`config.mk`:
```
export PLATFORM = sky130hd
export DESIGN_NAME = mems_scan_top
export DESIGN_NICKNAME = d
export VERILOG_FILES = /design/src/source/mems_scan_pkg.sv /design/src/source/mems_scan_top.sv /design/src/source/mems_scan_sequencer.sv /design/src/source/mems_raster_gen.sv /design/src/source/mems_dac_cmd_rom.sv /design/src/source/mems_spi_master.sv
export VERILOG_INCLUDE_DIRS = /design/src /design/src/source
export SDC_FILE = /design/constraint.sdc
export NUM_CORES = 1
export LEC_CHECK = 0
export ABC_AREA = 1
export CELL_PAD_IN_SITES_DETAIL_PLACEMENT = 0
export CELL_PAD_IN_SITES_GLOBAL_PLACEMENT = 1
export CORE_MARGIN = 1
export CORE_UTILIZATION = 36
export CTS_CLUSTER_DIAMETER = 200
export DETAILED_ROUTE_END_ITERATION = 8
export DONT_BUFFER_PORTS = 1
export PLACE_DENSITY = 0.69
export SLEW_MARGIN = 20
export SYNTH_ARGS = -nofsm -noshare
export SYNTH_HDL_FRONTEND = slang
export SYNTH_SLANG_ARGS = --single-unit
```
`constraint.sdc`:
```
create_clock -name clk -period 1.7 [get_ports clk]
set_input_delay 0.255 -clock clk [delete_from_list [all_inputs] [get_ports clk]]
set_output_delay 0.255 -clock clk [all_outputs]
set_load 0.01 [all_outputs]
```
`src/source/mems_scan_params.svh`:
```
`ifndef MEMS_SCAN_PARAMS_SVH
`define MEMS_SCAN_PARAMS_SVH

// clk cycles per half SCLK period, sets the scan speed
`define MEMS_SCLK_HALF 2

// fast axis, channels A and B
`define MEMS_FAST_LOW  34
`define MEMS_FAST_HIGH 154

// slow axis, channels C and D
`define MEMS_SLOW_LOW  34
`define MEMS_SLOW_HIGH 154

// slow axis increment per fast line
`define MEMS_SLOW_STEP 2

`endif
```
`src/source/mems_scan_pkg.sv`:
```
package mems_scan_pkg;

  typedef logic [23:0] spi_word_t;   // {2'b00, cmd, addr, data}
  typedef logic [7:0]  dac_code_t;   // one channel code
  typedef logic [2:0]  cmd_addr_t;   // command table index

  // command table entries
  localparam cmd_addr_t cmd_sw_reset = 3'd0;
  localparam cmd_addr_t cmd_ldac     = 3'd1;
  localparam cmd_addr_t cmd_int_ref  = 3'd2;
  localparam cmd_addr_t cmd_wr_a     = 3'd3;
  localparam cmd_addr_t cmd_wr_b     = 3'd4;
  localparam cmd_addr_t cmd_wr_c     = 3'd5;
  localparam cmd_addr_t cmd_wr_d     = 3'd6;

  typedef struct packed {
    dac_code_t a;   // fast axis, rising
    dac_code_t b;   // fast axis, falling
    dac_code_t c;   // slow axis, rising
    dac_code_t d;   // slow axis, falling
  } scan_codes_t;

  typedef struct packed {
    logic sclk;
    logic sync_n;
    logic mosi;
  } spi_pins_t;

  typedef enum logic [1:0] {
    st_setup_reset,
    st_setup_ldac,
    st_refresh
  } seq_state_t;

  // next word of the refresh cycle
  typedef enum logic [2:0] {
    ch_a,
    ch_b,
    ch_c,
    ch_d,
    ch_ref
  } ch_state_t;

endpackage

```
`src/source/mems_scan_top.sv`:
```
`timescale 1ns/1ps
`include "mems_scan_params.svh"

module mems_scan_top #(
  parameter mems_scan_pkg::dac_code_t fast_low  = `MEMS_FAST_LOW,
  parameter mems_scan_pkg::dac_code_t fast_high = `MEMS_FAST_HIGH,
  parameter mems_scan_pkg::dac_code_t slow_low  = `MEMS_SLOW_LOW,
  parameter mems_scan_pkg::dac_code_t slow_high = `MEMS_SLOW_HIGH,
  parameter mems_scan_pkg::dac_code_t slow_step = `MEMS_SLOW_STEP
) (
  input  logic                     clk,
  input  logic                     mems_soft_reset,
  input  logic                     pause,
  input  logic                     new_line_done,
  input  logic                     new_frame_done,
  output mems_scan_pkg::spi_pins_t spi,
  output logic                     new_line,
  output logic                     new_frame
);

  import mems_scan_pkg::*;

  cmd_addr_t   cmd_addr;
  scan_codes_t codes;
  spi_word_t   word;
  logic        spi_start;
  logic        advance;
  logic        busy;

  mems_scan_sequencer u_mems_scan_sequencer (
    .clk             (clk),
    .mems_soft_reset (mems_soft_reset),
    .pause           (pause),
    .busy            (busy),
    .cmd_addr        (cmd_addr),
    .spi_start       (spi_start),
    .advance         (advance)
  );

  mems_raster_gen #(
    .fast_low  (fast_low),
    .fast_high (fast_high),
    .slow_low  (slow_low),
    .slow_high (slow_high),
    .slow_step (slow_step)
  ) u_mems_raster_gen (
    .clk             (clk),
    .mems_soft_reset (mems_soft_reset),
    .advance         (advance),
    .new_line_done   (new_line_done),
    .new_frame_done  (new_frame_done),
    .codes           (codes),
    .new_line        (new_line),
    .new_frame       (new_frame)
  );

  mems_dac_cmd_rom u_mems_dac_cmd_rom (
    .clk   (clk),
    .addr  (cmd_addr),
    .codes (codes),
    .word  (word)
  );

  mems_spi_master u_mems_spi_master (
    .clk             (clk),
    .mems_soft_reset (mems_soft_reset),
    .start           (spi_start),
    .word            (word),
    .busy            (busy),
    .spi             (spi)
  );

endmodule

```
`src/source/mems_scan_sequencer.sv`:
```
`timescale 1ns/1ps

module mems_scan_sequencer (
  input  logic                     clk,
  input  logic                     mems_soft_reset,
  input  logic                     pause,
  input  logic                     busy,
  output mems_scan_pkg::cmd_addr_t cmd_addr,
  output logic                     spi_start,
  output logic                     advance
);

  import mems_scan_pkg::*;

  seq_state_t seq_state;
  seq_state_t seq_next;
  ch_state_t  ch_state;
  ch_state_t  ch_next;
  cmd_addr_t  addr_next;
  logic       pending;     // index set, start goes out next cycle
  logic       link_free;
  logic       issue;

  // no word in flight and none queued
  assign link_free = !busy && !pending && !spi_start;

  always_comb begin
    seq_next  = seq_state;
    ch_next   = ch_state;
    addr_next = cmd_addr;
    issue     = 1'b0;
    advance   = 1'b0;

    if (link_free) begin
      case (seq_state)
        st_setup_reset: begin
          issue     = 1'b1;
          addr_next = cmd_sw_reset;
          seq_next  = st_setup_ldac;
        end

        st_setup_ldac: begin
          issue     = 1'b1;
          addr_next = cmd_ldac;
          seq_next  = st_refresh;
          ch_next   = ch_a;
        end

        st_refresh: begin
          case (ch_state)
            ch_a: begin
              // top of refresh cycle, pause holds here
              if (!pause) begin
                issue     = 1'b1;
                advance   = 1'b1;   // codes settle before ROM registers
                addr_next = cmd_wr_a;
                ch_next   = ch_b;
              end
            end

            ch_b: begin
              issue     = 1'b1;
              addr_next = cmd_wr_b;
              ch_next   = ch_c;
            end

            ch_c: begin
              issue     = 1'b1;
              addr_next = cmd_wr_c;
              ch_next   = ch_d;
            end

            ch_d: begin
              issue     = 1'b1;
              addr_next = cmd_wr_d;
              ch_next   = ch_ref;
            end

            ch_ref: begin
              issue     = 1'b1;
              addr_next = cmd_int_ref;
              ch_next   = ch_a;
            end

            default: ch_next = ch_a;
          endcase
        end

        default: seq_next = st_setup_reset;
      endcase
    end
  end

  always_ff @(posedge clk) begin
    if (mems_soft_reset) begin
      seq_state <= st_setup_reset;   // setup words repeat after release
      ch_state  <= ch_a;
      cmd_addr  <= cmd_sw_reset;
      pending   <= 1'b0;
      spi_start <= 1'b0;
    end else begin
      seq_state <= seq_next;
      ch_state  <= ch_next;
      cmd_addr  <= addr_next;
      pending   <= issue;
      spi_start <= pending;   // one cycle behind index for ROM latency
    end
  end

endmodule

```
`src/source/mems_raster_gen.sv`:
```
`timescale 1ns/1ps
`include "mems_scan_params.svh"

module mems_raster_gen #(
  parameter mems_scan_pkg::dac_code_t fast_low  = `MEMS_FAST_LOW,
  parameter mems_scan_pkg::dac_code_t fast_high = `MEMS_FAST_HIGH,
  parameter mems_scan_pkg::dac_code_t slow_low  = `MEMS_SLOW_LOW,
  parameter mems_scan_pkg::dac_code_t slow_high = `MEMS_SLOW_HIGH,
  parameter mems_scan_pkg::dac_code_t slow_step = `MEMS_SLOW_STEP
) (
  input  logic                       clk,
  input  logic                       mems_soft_reset,
  input  logic                       advance,
  input  logic                       new_line_done,
  input  logic                       new_frame_done,
  output mems_scan_pkg::scan_codes_t codes,
  output logic                       new_line,
  output logic                       new_frame
);

  logic line_end;    // fast axis wraps on this advance
  logic frame_end;   // slow axis wraps too

  assign line_end  = advance && (codes.a > fast_high);
  assign frame_end = line_end && (codes.c > slow_high);

  always_ff @(posedge clk) begin
    if (mems_soft_reset) begin
      codes.a <= fast_low;
      codes.b <= fast_high;
      codes.c <= slow_low;
      codes.d <= slow_high;
    end else if (frame_end) begin
      codes.a <= fast_low;
      codes.b <= fast_high;
      codes.c <= slow_low;
      codes.d <= slow_high;
    end else if (line_end) begin
      codes.a <= fast_low;
      codes.b <= fast_high;
      codes.c <= codes.c + slow_step;
      codes.d <= codes.d - slow_step;
    end else if (advance) begin
      codes.a <= codes.a + 8'd1;   // complementary sawtooth
      codes.b <= codes.b - 8'd1;
    end
  end

  // flags held until the capture side acknowledges
  always_ff @(posedge clk) begin
    if (mems_soft_reset) begin
      new_line  <= 1'b0;
      new_frame <= 1'b0;
    end else begin
      if (line_end && !frame_end) begin
        new_line <= 1'b1;   // a new event wins over done
      end else if (new_line_done) begin
        new_line <= 1'b0;
      end

      if (frame_end) begin
        new_frame <= 1'b1;
      end else if (new_frame_done) begin
        new_frame <= 1'b0;
      end
    end
  end

endmodule

```
`src/source/mems_dac_cmd_rom.sv`:
```
`timescale 1ns/1ps

module mems_dac_cmd_rom (
  input  logic                       clk,
  input  mems_scan_pkg::cmd_addr_t   addr,
  input  mems_scan_pkg::scan_codes_t codes,
  output mems_scan_pkg::spi_word_t   word
);

  import mems_scan_pkg::*;

  // DAC command field values
  localparam logic [2:0] op_write_upd = 3'b011;
  localparam logic [2:0] op_sw_reset  = 3'b101;
  localparam logic [2:0] op_ldac      = 3'b110;
  localparam logic [2:0] op_int_ref   = 3'b111;

  function automatic spi_word_t pack_word(
    input logic [2:0]  op,
    input logic [2:0]  ch,
    input logic [15:0] data
  );
    return {2'b00, op, ch, data};
  endfunction

  // code goes in the upper data byte
  function automatic spi_word_t write_word(
    input logic [2:0] ch,
    input dac_code_t  code
  );
    return pack_word(op_write_upd, ch, {code, 8'h00});
  endfunction

  always_ff @(posedge clk) begin
    case (addr)
      cmd_sw_reset: word <= pack_word(op_sw_reset, 3'd0, 16'h0001);
      cmd_ldac:     word <= pack_word(op_ldac, 3'd0, 16'h000F);   // LDAC on all channels
      cmd_int_ref:  word <= pack_word(op_int_ref, 3'd0, 16'h0001);
      cmd_wr_a:     word <= write_word(3'd0, codes.a);
      cmd_wr_b:     word <= write_word(3'd1, codes.b);
      cmd_wr_c:     word <= write_word(3'd2, codes.c);
      cmd_wr_d:     word <= write_word(3'd3, codes.d);
      default:      word <= '0;   // unused index
    endcase
  end

endmodule

```
`src/source/mems_spi_master.sv`:
```
`timescale 1ns/1ps
`include "mems_scan_params.svh"

module mems_spi_master (
  input  logic                     clk,
  input  logic                     mems_soft_reset,
  input  logic                     start,
  input  mems_scan_pkg::spi_word_t word,
  output logic                     busy,
  output mems_scan_pkg::spi_pins_t spi
);

  import mems_scan_pkg::*;

  localparam int div_w = $clog2(`MEMS_SCLK_HALF + 1);
  localparam logic [div_w-1:0] div_last = div_w'(`MEMS_SCLK_HALF - 1);
  localparam logic [5:0] half_last = 6'd47;   // 24 falls + 24 rises

  logic [div_w-1:0] div_cnt;
  logic [5:0]       half_cnt;   // SCLK half periods done in this frame
  spi_word_t        shreg;
  logic             half_tick;
  logic             launch;

  assign launch    = start && !busy;
  assign half_tick = busy && (div_cnt == div_last);

  always_ff @(posedge clk) begin
    if (mems_soft_reset) begin
      busy       <= 1'b0;
      spi.sclk   <= 1'b1;
      spi.sync_n <= 1'b1;
      spi.mosi   <= 1'b0;
      div_cnt    <= '0;
      half_cnt   <= '0;
    end else if (launch) begin
      busy       <= 1'b1;
      spi.sync_n <= 1'b0;
      spi.mosi   <= word[23];   // MSB ready before first falling edge
      div_cnt    <= '0;
      half_cnt   <= '0;
    end else if (half_tick) begin
      div_cnt  <= '0;
      half_cnt <= half_cnt + 6'd1;
      spi.sclk <= ~spi.sclk;
      if (half_cnt == half_last) begin
        // last rising edge closes the frame
        busy       <= 1'b0;
        spi.sync_n <= 1'b1;
        spi.mosi   <= 1'b0;
      end else if (!spi.sclk) begin
        spi.mosi <= shreg[22];   // next bit after rising edge
      end
    end else if (busy) begin
      div_cnt <= div_cnt + 1'b1;
    end
  end

  // data path shift register
  always_ff @(posedge clk) begin
    if (launch) begin
      shreg <= word;
    end else if (half_tick && !spi.sclk) begin
      shreg <= {shreg[22:0], 1'b0};
    end
  end

endmodule

```
### Word level (Yosys, flattened, before mapping)

Index checks and enable logic that the tools add are counted.

* add/subtract/negate cells: 6
* bitwise operators: 4
* equal/unequal tests: 17
* reduce and logical (&&, ||, !) cells: 36
* order comparisons: 2
* multiplexer cells: 28

Operators with widths (count)
* 22-bit case mux with 7 select lines: 1
* 23-bit two-way mux: 2
* 8-bit > comparator (second input constant): 2
* 3-bit case mux with 5 select lines: 1
* 1-bit two-way mux: 14
* 3-bit by 2-bit == test with 1-bit output (second input constant): 4
* 3-bit == test (second input constant): 4
* 3-bit case mux with 4 select lines: 1
* 2-bit nonzero test: 6
* 3-bit case mux with 3 select lines: 1
* 8-bit by 1-bit adder with 8-bit output (second input constant): 1
* 8-bit by 2-bit adder with 8-bit output (second input constant): 1
* 1-bit logical AND: 8
* 2-bit AND reduction: 4
* 2-bit OR reduction: 4
* 8-bit by 1-bit subtractor with 8-bit output (second input constant): 1
* 8-bit by 2-bit subtractor with 8-bit output (second input constant): 1
* 6-bit by 1-bit adder with 6-bit output (second input constant): 1
* 3-bit by 1-bit == test with 1-bit output (second input constant): 2
* 6-bit == test (second input constant): 1
* 3-bit zero test: 2
* 3-bit two-way mux: 2
* 3-bit inequality test (second input constant): 2
* 6-bit by 2-bit inequality test with 1-bit output (second input constant): 1
* 15 further kinds: 26

* bits of input ports: 5
* output and inout port bits: 5
* register bits after elaboration: 101
* word-level logic and storage cells: 112

### Longest topological paths before layout

Gate-level depths: netlist of the first run.

* depth in word-level cells: 9
* mapped depth: 13
* gate-level depth less buffers: 13

### Modules after synthesis

From an unflattened synthesis of the first run, not the netlist that was laid out.

* cell total of the unflattened synthesis: 636
* area total of the unflattened synthesis: 4792.1 µm²

Modules (own cells, without submodules)
* mems_raster_gen: times used 1, sequential area each 640.6 µm², area an instance 1813.0 µm², cells each 250
* mems_spi_master: times used 1, sequential area each 930.9 µm², area an instance 1542.7 µm², cells each 176
* mems_dac_cmd_rom: times used 1, sequential area each 280.3 µm², area an instance 835.8 µm², cells each 120
* mems_scan_sequencer: times used 1, sequential area each 200.2 µm², area an instance 600.6 µm², cells each 90

### Worst setup path before layout of the first run

Ideal clock, no wire load.

* kind: register -> register
* start point: reg u_mems_spi_master.busy
* end point: reg u_mems_spi_master.shreg[0], enable pin
* path slack: -0.052 ns
* arrival: 1.333 ns
* buffers on the path: 1
* setup time: 0.419 ns
* stages on the path, launching flop included: 5
* clock period less this slack: 1.752 ns
* required time: 1.281 ns
* cell sequence: dfxtp_1 > inv_1 > nand2_1 > clkbuf_1 > nand2_1

* word-level cells in the longest chain between the ends: 3
* elaborated cells between the ends (all ways): 5
* those cells by class: 5 x reduce/logical

RTL lines
* start: declaration: line mems_spi_master.sv:9 `output logic busy,`
* start signal: assignment: line mems_spi_master.sv:30 `busy <= 1'b0;`
* start signal: assignment: line mems_spi_master.sv:37 `busy <= 1'b1;`
* start signal: assignment: line mems_spi_master.sv:48 `busy <= 1'b0;`
* 1-bit logical AND / 1-bit zero test (equally long branches): line mems_spi_master.sv:26, mems_spi_master.sv:25
* 1-bit logical AND, on equally long branches: line mems_spi_master.sv:63, mems_spi_master.sv:25
* 2-bit nonzero test (no line) *
* end signal: assignment: line mems_spi_master.sv:62 `shreg <= word;`
* end signal: assignment: line mems_spi_master.sv:64 `shreg <= {shreg[22:0], 1'b0};`
* end: declaration: line mems_spi_master.sv:21 `spi_word_t shreg;`

Every way passes the cells marked *; elsewhere a longest branch is shown, timed or not.
A chain may end at the register's enable or synchronous reset.

### Final worst setup path of the first run

* start point: reg u_mems_scan_sequencer.seq_state[0]
* end point: reg, netlist name u_mems_raster_gen.codes[16]

* word-level cells in the longest chain between the ends: 6

RTL lines
* start: declaration: line mems_scan_sequencer.sv:15 `seq_state_t seq_state;`
* start signal: assignment: line mems_scan_sequencer.sv:96 `seq_state <= st_setup_reset;`
* start signal: assignment: line mems_scan_sequencer.sv:102 `seq_state <= seq_next;`
* 2-bit == test *: line mems_scan_sequencer.sv:35 `case (seq_state)`
* 1-bit two-way mux *: line mems_scan_sequencer.sv:35
* 1-bit two-way mux *: line mems_scan_sequencer.sv:34 `if (link_free) begin`
* 1-bit logical AND: line mems_raster_gen.sv:24 `assign line_end = advance && (codes.a > fast_high);`
* 1-bit logical AND: line mems_raster_gen.sv:25 `assign frame_end = line_end && (codes.c > slow_high);`
* 3-bit OR reduction (no line)

Marks and branches as above.

==> impl_metrics.tcl, run 1 <==
set metrics [dict create \
    syn_avg_cell_area_um2 7.54 \
    setup.reg_to_reg.worst_slack_ps 110 \
    stages_on_the_worst_setup_path 10 \
    filler_cell_count 1230 \
    fin_crit_ps 1590 \
    fin_util 0.432 \
    drv_slew 0 \
    setup.worst_path.class "reg -> reg" \
    synthCells 593 \
    setup_viol 0 \
    timing_worst_slew_pin_value_ps 568 \
    postSynthRegisterBits 91 \
    final_common_cell "sky130_fd_sc_hd__nand2_1" \
    final_cell_mix "sky130_fd_sc_hd__nand2_1, sky130_fd_sc_hd__inv_1, sky130_fd_sc_hd__dfxtp_1" \
    family_with_the_most_delay_on_the_worst_path "simple AND/OR/NAND/NOR gates" \
    pin_count_of_the_biggest_net_entering_global_routing 24 \
    finalHoldViolations 0 \
    synth.area.mux_share 0 \
    die_h_um 113 \
    detailedRoute.firstPassIterationCount 4 \
    synth_xor_area_frac 0.0294 \
    seq_area_frac_synth 0.459 \
    crit-reg2reg-launch "u_mems_scan_sequencer.seq_state[0]" \
    initial_utilization 0.371 \
    min-delay-path-class "in -> reg" \
    synth_cell_type_count 36 \
    detailed_place_hpwl_um 6970 \
    clock-sinks 91 \
    cts_inserted_buffers 9 \
    synth_top_area_frac 0.305 \
    synth.cell_area_um2 4470 \
    gp_congestion 0.804 \
    max-slew-margin-rel 0.621 \
    clk_transition_reported_paths_ps 60 \
    timing.setup.tns_ps 0 \
    critical_path.startpoint "u_mems_scan_sequencer.seq_state[0]" \
    grt_util_all_layers 0.165 \
    synth_top_cell_by_area "sky130_fd_sc_hd__dfxtp_1" \
    grt_pass1_vias 3456 \
    fraction_of_the_mapped_netlist_area_in_compound_gates 0.0773 \
    final_stage_net_count 642 \
    layout_cells_sized_above_1 0.118 \
    post-route-drc-count 0 \
    reg2regPathDepth 10 \
    critical_path_arrival_ps 1830 \
    vdd.ir_drop.worst_uv 419 \
    power.density_cell_area_nw_per_um2 1140 \
    status "complete, no violations" \
    post_synth_and_or_nand_nor_area_fraction 0.305 \
    timing.rr.end "u_mems_raster_gen.codes[16]" \
    avgViaCountPerCell 4.58 \
    synthesis_warning_total 0 \
    max_cap_viol_count 0 \
    path_cells "inv_2 -> ha_4 -> buf_4 -> nand2_1 -> nor2_2 -> nand3_2 -> nor2_4 -> nor2_4 -> inv_4 -> a21oi_1" \
    finalWorstSetupSlack_ps 107 \
    layoutNonFillerInstCount 797 \
    cts_tree "yes" \
    synthToLayoutAreaGrowth_pct 16.6 \
    routed_wl_um 9700 \
    cts_max_level 3 \
    timing.critical_path.buf_inv 3 \
    endpoint "u_mems_raster_gen.codes[16]" \
    setup.worst_path.end_class "flop" \
    post_drt_wl_per_cell_um 12.2 \
    core_region_um2 12100 \
    synth_top_family_by_area "simple AND/OR/NAND/NOR gates" \
    netlist_top_cells_area "sky130_fd_sc_hd__dfxtp_1, sky130_fd_sc_hd__nand2_1, sky130_fd_sc_hd__edfxtp_1, sky130_fd_sc_hd__inv_1, sky130_fd_sc_hd__nor2_1" \
    buffer_ports.inserted 0 \
    static-leakage-power_nw 2.38 \
    path_max_fanout 10 \
    die_area_um2 12900 \
    grt_remaining_overflow 0 \
    via_count 3648 \
    worst-endpoint-required_ps 1930 \
    clock_skew_ps 5.05 \
    worst_path_most_repeated_cell "sky130_fd_sc_hd__nor2_4" \
    synthAdderAreaFrac 0.0364 \
    dpl_worst_slack_ps 33.0 \
    critPathMaxStageDelay_ps 320 \
    antenna_left 0 \
    later_pin_clock_latency_in_the_skew_report_ps 340 \
    max_freq_ghz 0.628 \
    layout_worst_path_cycle_share 0.937 \
    rsz_0062_raised_after_global_routing "true" \
    synthesis.nets 611 \
    worst_setup_path_start_kind "flop" \
    placedCellCount 772 \
    number_of_antenna_violations_at_the_first_check_in_global_routing 0 \
    first_pass_grt_wire_length_um 16600 \
    row_count 40 \
    die_w_um 113 \
    whs_path_depth 2 \
    clock-root-buffer "sky130_fd_sc_hd__clkbuf_16" \
    drt_iter0_drcs 200 \
    io_pins 10 \
    antenna_cells_inserted 0 \
    cts.path.max_buffers 2 \
    critical_path.slowest_cell "sky130_fd_sc_hd__dfxtp_2" \
]
how the worst min path moves through the flow:
stage / from / endpoint / slack [ps]
finish: mems_soft_reset / u_mems_raster_gen.codes[29] / 50
global route: mems_soft_reset / u_mems_raster_gen.codes[29] / 50
CTS: mems_soft_reset / u_mems_raster_gen.codes[29] / 40
detailed placement: mems_soft_reset / u_mems_raster_gen.new_frame / 330
global placement: mems_soft_reset / u_mems_raster_gen.new_frame / 330
floorplan: mems_soft_reset / u_mems_raster_gen.codes[29] / 370
synthesized netlist by cell type, drive strengths merged:
cell type  number
a21oi          24
dfxtp          68
nor3            7
o221ai          7
o2111ai         1
o22ai           8
xnor2           2
ha             13
or2             2
clkbuf          6
nand2         195
nor2           57
o21bai          1
nor4            1
o21ai          11
nand4           8
edfxtp         23
nor3b           1
inv            94
nand3b          1
xor2           13
o211ai          4
o31a            1
buf             6
nand3          39
logic make-up after synthesis:
kind of cell	after synthesis
simple gates	311
buf+inv	106
flops	91
compound gates	57
fa+ha+maj	13
xor+xnor	15
flip-flops by register name, summed over array words and instances, names as in the netlist:
signal	count
u_mems_raster_gen.codes	30
u_mems_spi_master.shreg	23
u_mems_dac_cmd_rom.word	14
u_mems_spi_master.half_cnt	6
u_mems_scan_sequencer.ch_state	3
u_mems_scan_sequencer.cmd_addr	3
u_mems_spi_master.spi	3
u_mems_scan_sequencer.seq_state	2
u_mems_spi_master.div_cnt	2
u_mems_raster_gen.new_frame	1
u_mems_raster_gen.new_line	1
u_mems_scan_sequencer.pending	1
u_mems_scan_sequencer.spi_start	1
u_mems_spi_master.busy	1
stage by stage:
step / area [um2] / power, mW / hold WS [ps]
after floorplan: 4470 / 3.57 / 374
after global placement: 4820 / 3.93 / 326
after detailed placement: 4820 / 3.96 / 328
after CTS: 5110 / 5.93 / 38.1
after global routing: 5210 / 6.28 / 47.1
final: 5210 / 5.93 / 53.7
cell type report:
class,instances,area (um2),area share
Sequential cell,91,2060,0.394
Inverter,94,355,0.0682
Clock inverter,6,56.3,0.0108
Clock buffer,10,229,0.0439
Multi-Input combinational cell,397,2040,0.392
Timing Repair Buffer,31,264,0.0506
Tap cell,168,210,0.0403
where the power goes:
part	switching, mW	internal, mW
Clock	0.820	1.13
Combinational	0.798	0.481
Sequential	0.143	2.56
Total	1.76	4.17
layer usage:
| layer | track usage | wire length, um | vias up |
|---|---|---|---|
| met5 | 0 | 0 | - |
| met4 | 0.0842 | 201 | 0 |
| met3 | 0.0276 | 232 | 14 |
| met2 | 0.263 | 4480 | 34 |
| met1 | 0.216 | 4790 | 1660 |
| li1 | - | - | 1940 |
timing repair:
item | CTS | global route
hold buffers | 1 | 0
setup endpoints to repair | 0 | 27
endpoints found under the hold margin | 10 | 0
buffers inserted | 0 | 7
resized for setup | 0 | 12
Note: power is estimated with default switching activity, not from simulation.
==> inputs of run 2 (changes only) <==
--- a/config.mk
+++ b/config.mk
@@ -14,6 +14,7 @@
 export CTS_CLUSTER_DIAMETER = 200
 export DETAILED_ROUTE_END_ITERATION = 8
 export DONT_BUFFER_PORTS = 1
+export HOLD_SLACK_MARGIN = 0.15
 export PLACE_DENSITY = 0.69
 export SLEW_MARGIN = 20
 export SYNTH_ARGS = -nofsm -noshare
==> impl_metrics.tcl, run 2 (synthesis gave the netlist of run 1 again) <==
set metrics [dict create \
    layout_worst_path_cycle_share 0.919 \
    clock-sinks 91 \
    finish.instance_area_um2 5240 \
    family_with_the_most_delay_on_the_worst_path "simple AND/OR/NAND/NOR gates" \
    die_w_um 113 \
    critical_path_arrival_ps 1810 \
    via_count 3659 \
    final_stage_net_count 644 \
    clock-root-buffer "sky130_fd_sc_hd__clkbuf_16" \
    post-route-drc-count 0 \
    io_pins 10 \
    avgViaCountPerCell 4.58 \
    die_area_um2 12900 \
    layoutNonFillerInstCount 799 \
    rsz_0062_raised_after_global_routing "true" \
    max_cap_viol_count 0 \
    biggestRegsByFlops "u_mems_raster_gen.codes: 30 flops, u_mems_spi_master.shreg: 23 flops, u_mems_dac_cmd_rom.word: 14 flops" \
    path_max_fanout 11 \
    fin_crit_ps 1560 \
    final_common_cell "sky130_fd_sc_hd__nand2_1" \
    row_count 40 \
    worst-endpoint-required_ps 1950 \
    cts_tree "yes" \
    vdd.ir_drop.worst_uv 418 \
    die_h_um 113 \
    antenna_left 0 \
    gp_congestion 0.804 \
    core_region_um2 12100 \
    initial_utilization 0.371 \
    grt_util_all_layers 0.165 \
    setup.reg_to_reg.worst_slack_ps 140 \
    detailedRoute.firstPassIterationCount 4 \
    max-slew-margin-rel 0.583 \
    drt_iter0_drcs 182 \
    post_drt_wl_per_cell_um 12.1 \
    path_cells "ha_4 -> inv_4 -> nor2_4 -> nand3_4 -> nor2_8 -> nand3_4 -> nor2_4 -> nor2_2 -> buf_6 -> nand2_1 -> inv_1" \
    post_dp_cell_area_um2 4820 \
    cts_inserted_buffers 9 \
    grt_remaining_overflow 0 \
    number_of_antenna_violations_at_the_first_check_in_global_routing 0 \
    cts.path.max_buffers 2 \
    timing.rr.end "u_mems_raster_gen.codes[14]" \
    grt_pass1_vias 3457 \
    finalHoldViolations 0 \
    status "complete, no violations" \
    largest_register "u_mems_raster_gen.codes" \
    pin_count_of_the_biggest_net_entering_global_routing 24 \
    buffer_ports.inserted 0 \
    critPathMaxStageDelay_ps 380 \
    setup.worst_path.end_class "flop" \
    drv_slew 0 \
    crit-reg2reg-launch "u_mems_scan_sequencer.seq_state[1]" \
    placedCellCount 772 \
    final_cell_mix "sky130_fd_sc_hd__nand2_1, sky130_fd_sc_hd__inv_1, sky130_fd_sc_hd__dfxtp_1" \
    detailed_place_hpwl_um 6970 \
    timing.setup.tns_ps 0 \
    worst_setup_path_start_kind "flop" \
    worstHoldStart "mems_soft_reset" \
    static-leakage-power_nw 2.39 \
    clk_transition_reported_paths_ps 60 \
    routed_wl_um 9660 \
    critical_path.startpoint "u_mems_scan_sequencer.seq_state[1]" \
    max_freq_ghz 0.640 \
    min-delay-path-class "in -> reg" \
    timing.critical_path.buf_inv 3 \
    fin_util 0.434 \
    timing_worst_slew_pin_value_ps 624 \
    first_pass_grt_wire_length_um 16600 \
    power.density_cell_area_nw_per_um2 1130 \
    largest_register_ff_count 30 \
    whs_path_depth 3 \
    layout_cells_sized_above_1 0.116 \
    setup.worst_path.class "reg -> reg" \
    critical_path.slowest_cell "sky130_fd_sc_hd__dfxtp_2" \
    filler_cell_count 1233 \
    later_pin_clock_latency_in_the_skew_report_ps 340 \
    finalPower_mw 5.93 \
    whs_endpoint "u_mems_raster_gen.codes[9]" \
    clock_skew_ps 4.90 \
    synthToLayoutAreaGrowth_pct 17.2 \
    antenna_cells_inserted 0 \
    reg2regPathDepth 11 \
    setup_viol 0 \
    cts_max_level 3 \
]
-- run 2: final cells by class --
type	instances	area (um2)	share of cell area
clock inverter	6	56.3	0.0107
multi-input combinational	396	2030	0.387
clock buffer	10	229	0.0437
sequential	91	2060	0.392
tap	168	210	0.0401
timing repair buffer	34	304	0.0580
inverter	94	358	0.0683
-- run 2: worst max-delay path by stage --
stage	to	cells past startpoint	slack, ps
after floorplan	u_mems_raster_gen.codes[11]	12	110
after global placement	u_mems_raster_gen.codes[29]	12	90
after detailed placement	u_mems_raster_gen.codes[14]	12	30
after CTS	u_mems_raster_gen.codes[14]	12	10
after global routing	u_mems_raster_gen.codes[5]	11	-20
final	u_mems_raster_gen.codes[14]	11	140
-- run 2: timing repair --
item	4_1_cts	5_1_grt
setup endpoints to repair	0	28
hold buffers	3	0
buffers inserted	0	8
hold endpoints to repair	19	0
gates resized for setup	0	11
-- run 2: worst reg2reg max path, delay by kind of cell (launching register included) --
family | cells | cell delay [ps]
adder cells (fa/ha/maj) | 1 | 170
AND/OR/NAND/NOR | 7 | 710
flip-flops | 1 | 380
buffers and inverters | 3 | 220
-- run 2: per-layer routing --
metal  track usage  vias up  share of wire
met2         0.265       35           0.46
li1              -     1945              -
met1         0.215     1667           0.50
met3        0.0276       12          0.021
met4        0.0833        0          0.019
met5             0        -              0
-- run 2: where the power goes --
part           switching, mW  internal, mW
Combinational          0.803         0.483
Clock                  0.817          1.13
Sequential             0.144          2.56
Total                   1.76          4.17
-- run 2: through the flow --
step | hold WS, ps | setup WS [ps]
finish | 155 | 138
global route | 163 | -20.6
CTS | 183 | 12.2
detailed placement | 328 | 33.0
global placement | 326 | 88.7
floorplan | 374 | 109
==> inputs of run 3 (changes only) <==
--- a/config.mk
+++ b/config.mk
@@ -16,6 +16,7 @@
 export DONT_BUFFER_PORTS = 1
 export HOLD_SLACK_MARGIN = 0.15
 export PLACE_DENSITY = 0.69
+export RECOVER_POWER = 100
 export SLEW_MARGIN = 20
 export SYNTH_ARGS = -nofsm -noshare
 export SYNTH_HDL_FRONTEND = slang
==> impl_metrics.tcl, run 3 (synthesis gave the netlist of run 1 again) <==
set metrics [dict create \
    status "complete, no violations" \
    comb_power_share 0.214 \
    setup_viol 0 \
    timing.critical_path.buf_inv 2 \
    whs_path_depth 3 \
    clock-sinks 91 \
    clock_skew_ps 4.77 \
    post-route-drc-count 0 \
    max-slew-margin-rel 0.590 \
    family_with_the_most_delay_on_the_worst_path "simple AND/OR/NAND/NOR gates" \
    final_common_cell "sky130_fd_sc_hd__nand2_1" \
    biggestRegsByFlops "u_mems_raster_gen.codes: 30 flops, u_mems_spi_master.shreg: 23 flops, u_mems_dac_cmd_rom.word: 14 flops" \
    critical_path.slowest_cell "sky130_fd_sc_hd__dfxtp_1" \
    placedCellCount 772 \
    p_sw_frac 0.298 \
    die_w_um 113 \
    die_h_um 113 \
    setup.reg_to_reg.worst_slack_ps 110 \
    layout_cells_sized_above_1 0.113 \
    largest_register "u_mems_raster_gen.codes" \
    path_cells "inv_1 -> nand2_1 -> nor2_1 -> nand3_2 -> nor2_2 -> buf_12 -> nand2_2 -> nand2_1 -> nor2_1" \
    avgViaCountPerCell 4.57 \
    max_cap_viol_count 0 \
    gp_congestion 0.804 \
    detailed_place_hpwl_um 6970 \
    largest_register_ff_count 30 \
    reg2regPathDepth 9 \
    vdd.ir_drop.worst_uv 421 \
    rsz_0062_raised_after_global_routing "true" \
    critical_path_arrival_ps 1830 \
    max_freq_ghz 0.628 \
    stages_on_the_worst_setup_path 9 \
    initial_utilization 0.371 \
    static-leakage-power_nw 2.39 \
    antenna_cells_inserted 0 \
    layout_worst_path_cycle_share 0.936 \
    buffer_ports.inserted 0 \
    drv_slew 0 \
    whs_endpoint "u_mems_raster_gen.codes[9]" \
    worst_setup_path_start_kind "flop" \
    dpl_worst_slack_ps 33.0 \
    final.hold.worst_slack_ps 174 \
    setup.worst_path.end_class "flop" \
    path_max_fanout 7 \
    core_region_um2 12100 \
    die_area_um2 12900 \
    drt_iter0_drcs 187 \
    timing.rr.end "u_mems_raster_gen.codes[2]" \
    setup.worst_path.class "reg -> reg" \
    power_frac_clock 0.329 \
    finalWorstSetupSlack_ps 109 \
    power_switching_mw 1.76 \
    grt_pass1_vias 3457 \
    power.density_cell_area_nw_per_um2 1130 \
    timing_worst_slew_pin_value_ps 613 \
    antenna_left 0 \
    fin_util 0.433 \
    io_pins 10 \
    crit-reg2reg-launch "u_mems_scan_sequencer.ch_state[1]" \
    final_stage_net_count 644 \
    fin_crit_ps 1590 \
    row_count 40 \
    grt_remaining_overflow 0 \
    min-delay-path-class "in -> reg" \
    cts.path.max_buffers 2 \
    clk_transition_reported_paths_ps 60 \
    power.share.sequential 0.457 \
    finalHoldViolations 0 \
    clock-root-buffer "sky130_fd_sc_hd__clkbuf_16" \
    cts_max_level 3 \
    synthToLayoutAreaGrowth_pct 16.7 \
    worstHoldStart "mems_soft_reset" \
    post_drt_wl_per_cell_um 12.2 \
    number_of_antenna_violations_at_the_first_check_in_global_routing 0 \
    later_pin_clock_latency_in_the_skew_report_ps 340 \
    routed_wl_um 9710 \
    detailedRoute.firstPassIterationCount 4 \
    via_count 3648 \
    grt_util_all_layers 0.165 \
    first_pass_grt_wire_length_um 16600 \
    critPathMaxStageDelay_ps 330 \
    finalPower_mw 5.92 \
    worst-endpoint-required_ps 1940 \
    layoutNonFillerInstCount 799 \
    cts_tree "yes" \
    final_cell_mix "sky130_fd_sc_hd__nand2_1, sky130_fd_sc_hd__inv_1, sky130_fd_sc_hd__dfxtp_1" \
    pin_count_of_the_biggest_net_entering_global_routing 24 \
    cts_inserted_buffers 9 \
    cellInternalPower_mw 4.15 \
]
run 3: final cells by class:
| cell class | count | area (um2) |
|---|---|---|
| fill | 1235 | 6840 |
| sequential | 91 | 2060 |
| multi-input combinational | 396 | 2020 |
| inverter | 94 | 358 |
| timing repair buffer | 34 | 290 |
| clock buffer | 10 | 229 |
| tap | 168 | 210 |
| clock inverter | 6 | 56.3 |
run 3: what timing repair did:
action | CTS | global route
resized for setup | 0 | 11
endpoints found under the hold margin | 19 | 0
hold buffers | 3 | 0
setup buffers | 0 | 8
endpoints found under the setup margin | 0 | 28
run 3: worst min-delay path: cells and delay by family:
kind / cells / cell delay, ps
buffers and inverters: 1 / 140
AOI/OAI and AO/OA: 1 / 50
and+or+nand+nor: 1 / 40
run 3: worst max path at each step:
stage | from | to | slack, ps
global route | u_mems_scan_sequencer.seq_state[0] | u_mems_raster_gen.codes[5] | -20
floorplan | u_mems_scan_sequencer.seq_state[0] | u_mems_raster_gen.codes[11] | 110
finish | u_mems_scan_sequencer.ch_state[1] | u_mems_raster_gen.codes[2] | 110
CTS | u_mems_scan_sequencer.seq_state[0] | u_mems_raster_gen.codes[14] | 10
detailed placement | u_mems_scan_sequencer.seq_state[0] | u_mems_raster_gen.codes[14] | 30
global placement | u_mems_scan_sequencer.seq_state[0] | u_mems_raster_gen.codes[29] | 90
run 3: per-layer routing:
| layer | wire length (um) | up-vias | GRT usage |
|---|---|---|---|
| met5 | 0 | - | 0 |
| met3 | 172 | 12 | 0.0276 |
| met1 | 4880 | 1659 | 0.215 |
| li1 | - | 1946 | - |
| met4 | 185 | 0 | 0.0833 |
| met2 | 4480 | 31 | 0.265 |
run 3: power by group through the flow:
stage          Clock (mW)  Combinational (mW)  Sequential [mW]
5_1_grt              2.10                1.43             2.73
6_report             1.95                1.27             2.70
4_1_cts              2.01                1.24             2.69
2_1_floorplan           0               0.879             2.69
3_3_place_gp            0                1.20             2.73
3_5_place_dp            0                1.22             2.74
run 3: metrics by stage:
stage | area (um2) | TNS, ps
after floorplan | 4470 | 0
after global placement | 4820 | 0
after detailed placement | 4820 | 0
after CTS | 5130 | 0
after global routing | 5220 | -111
final | 5220 | 0
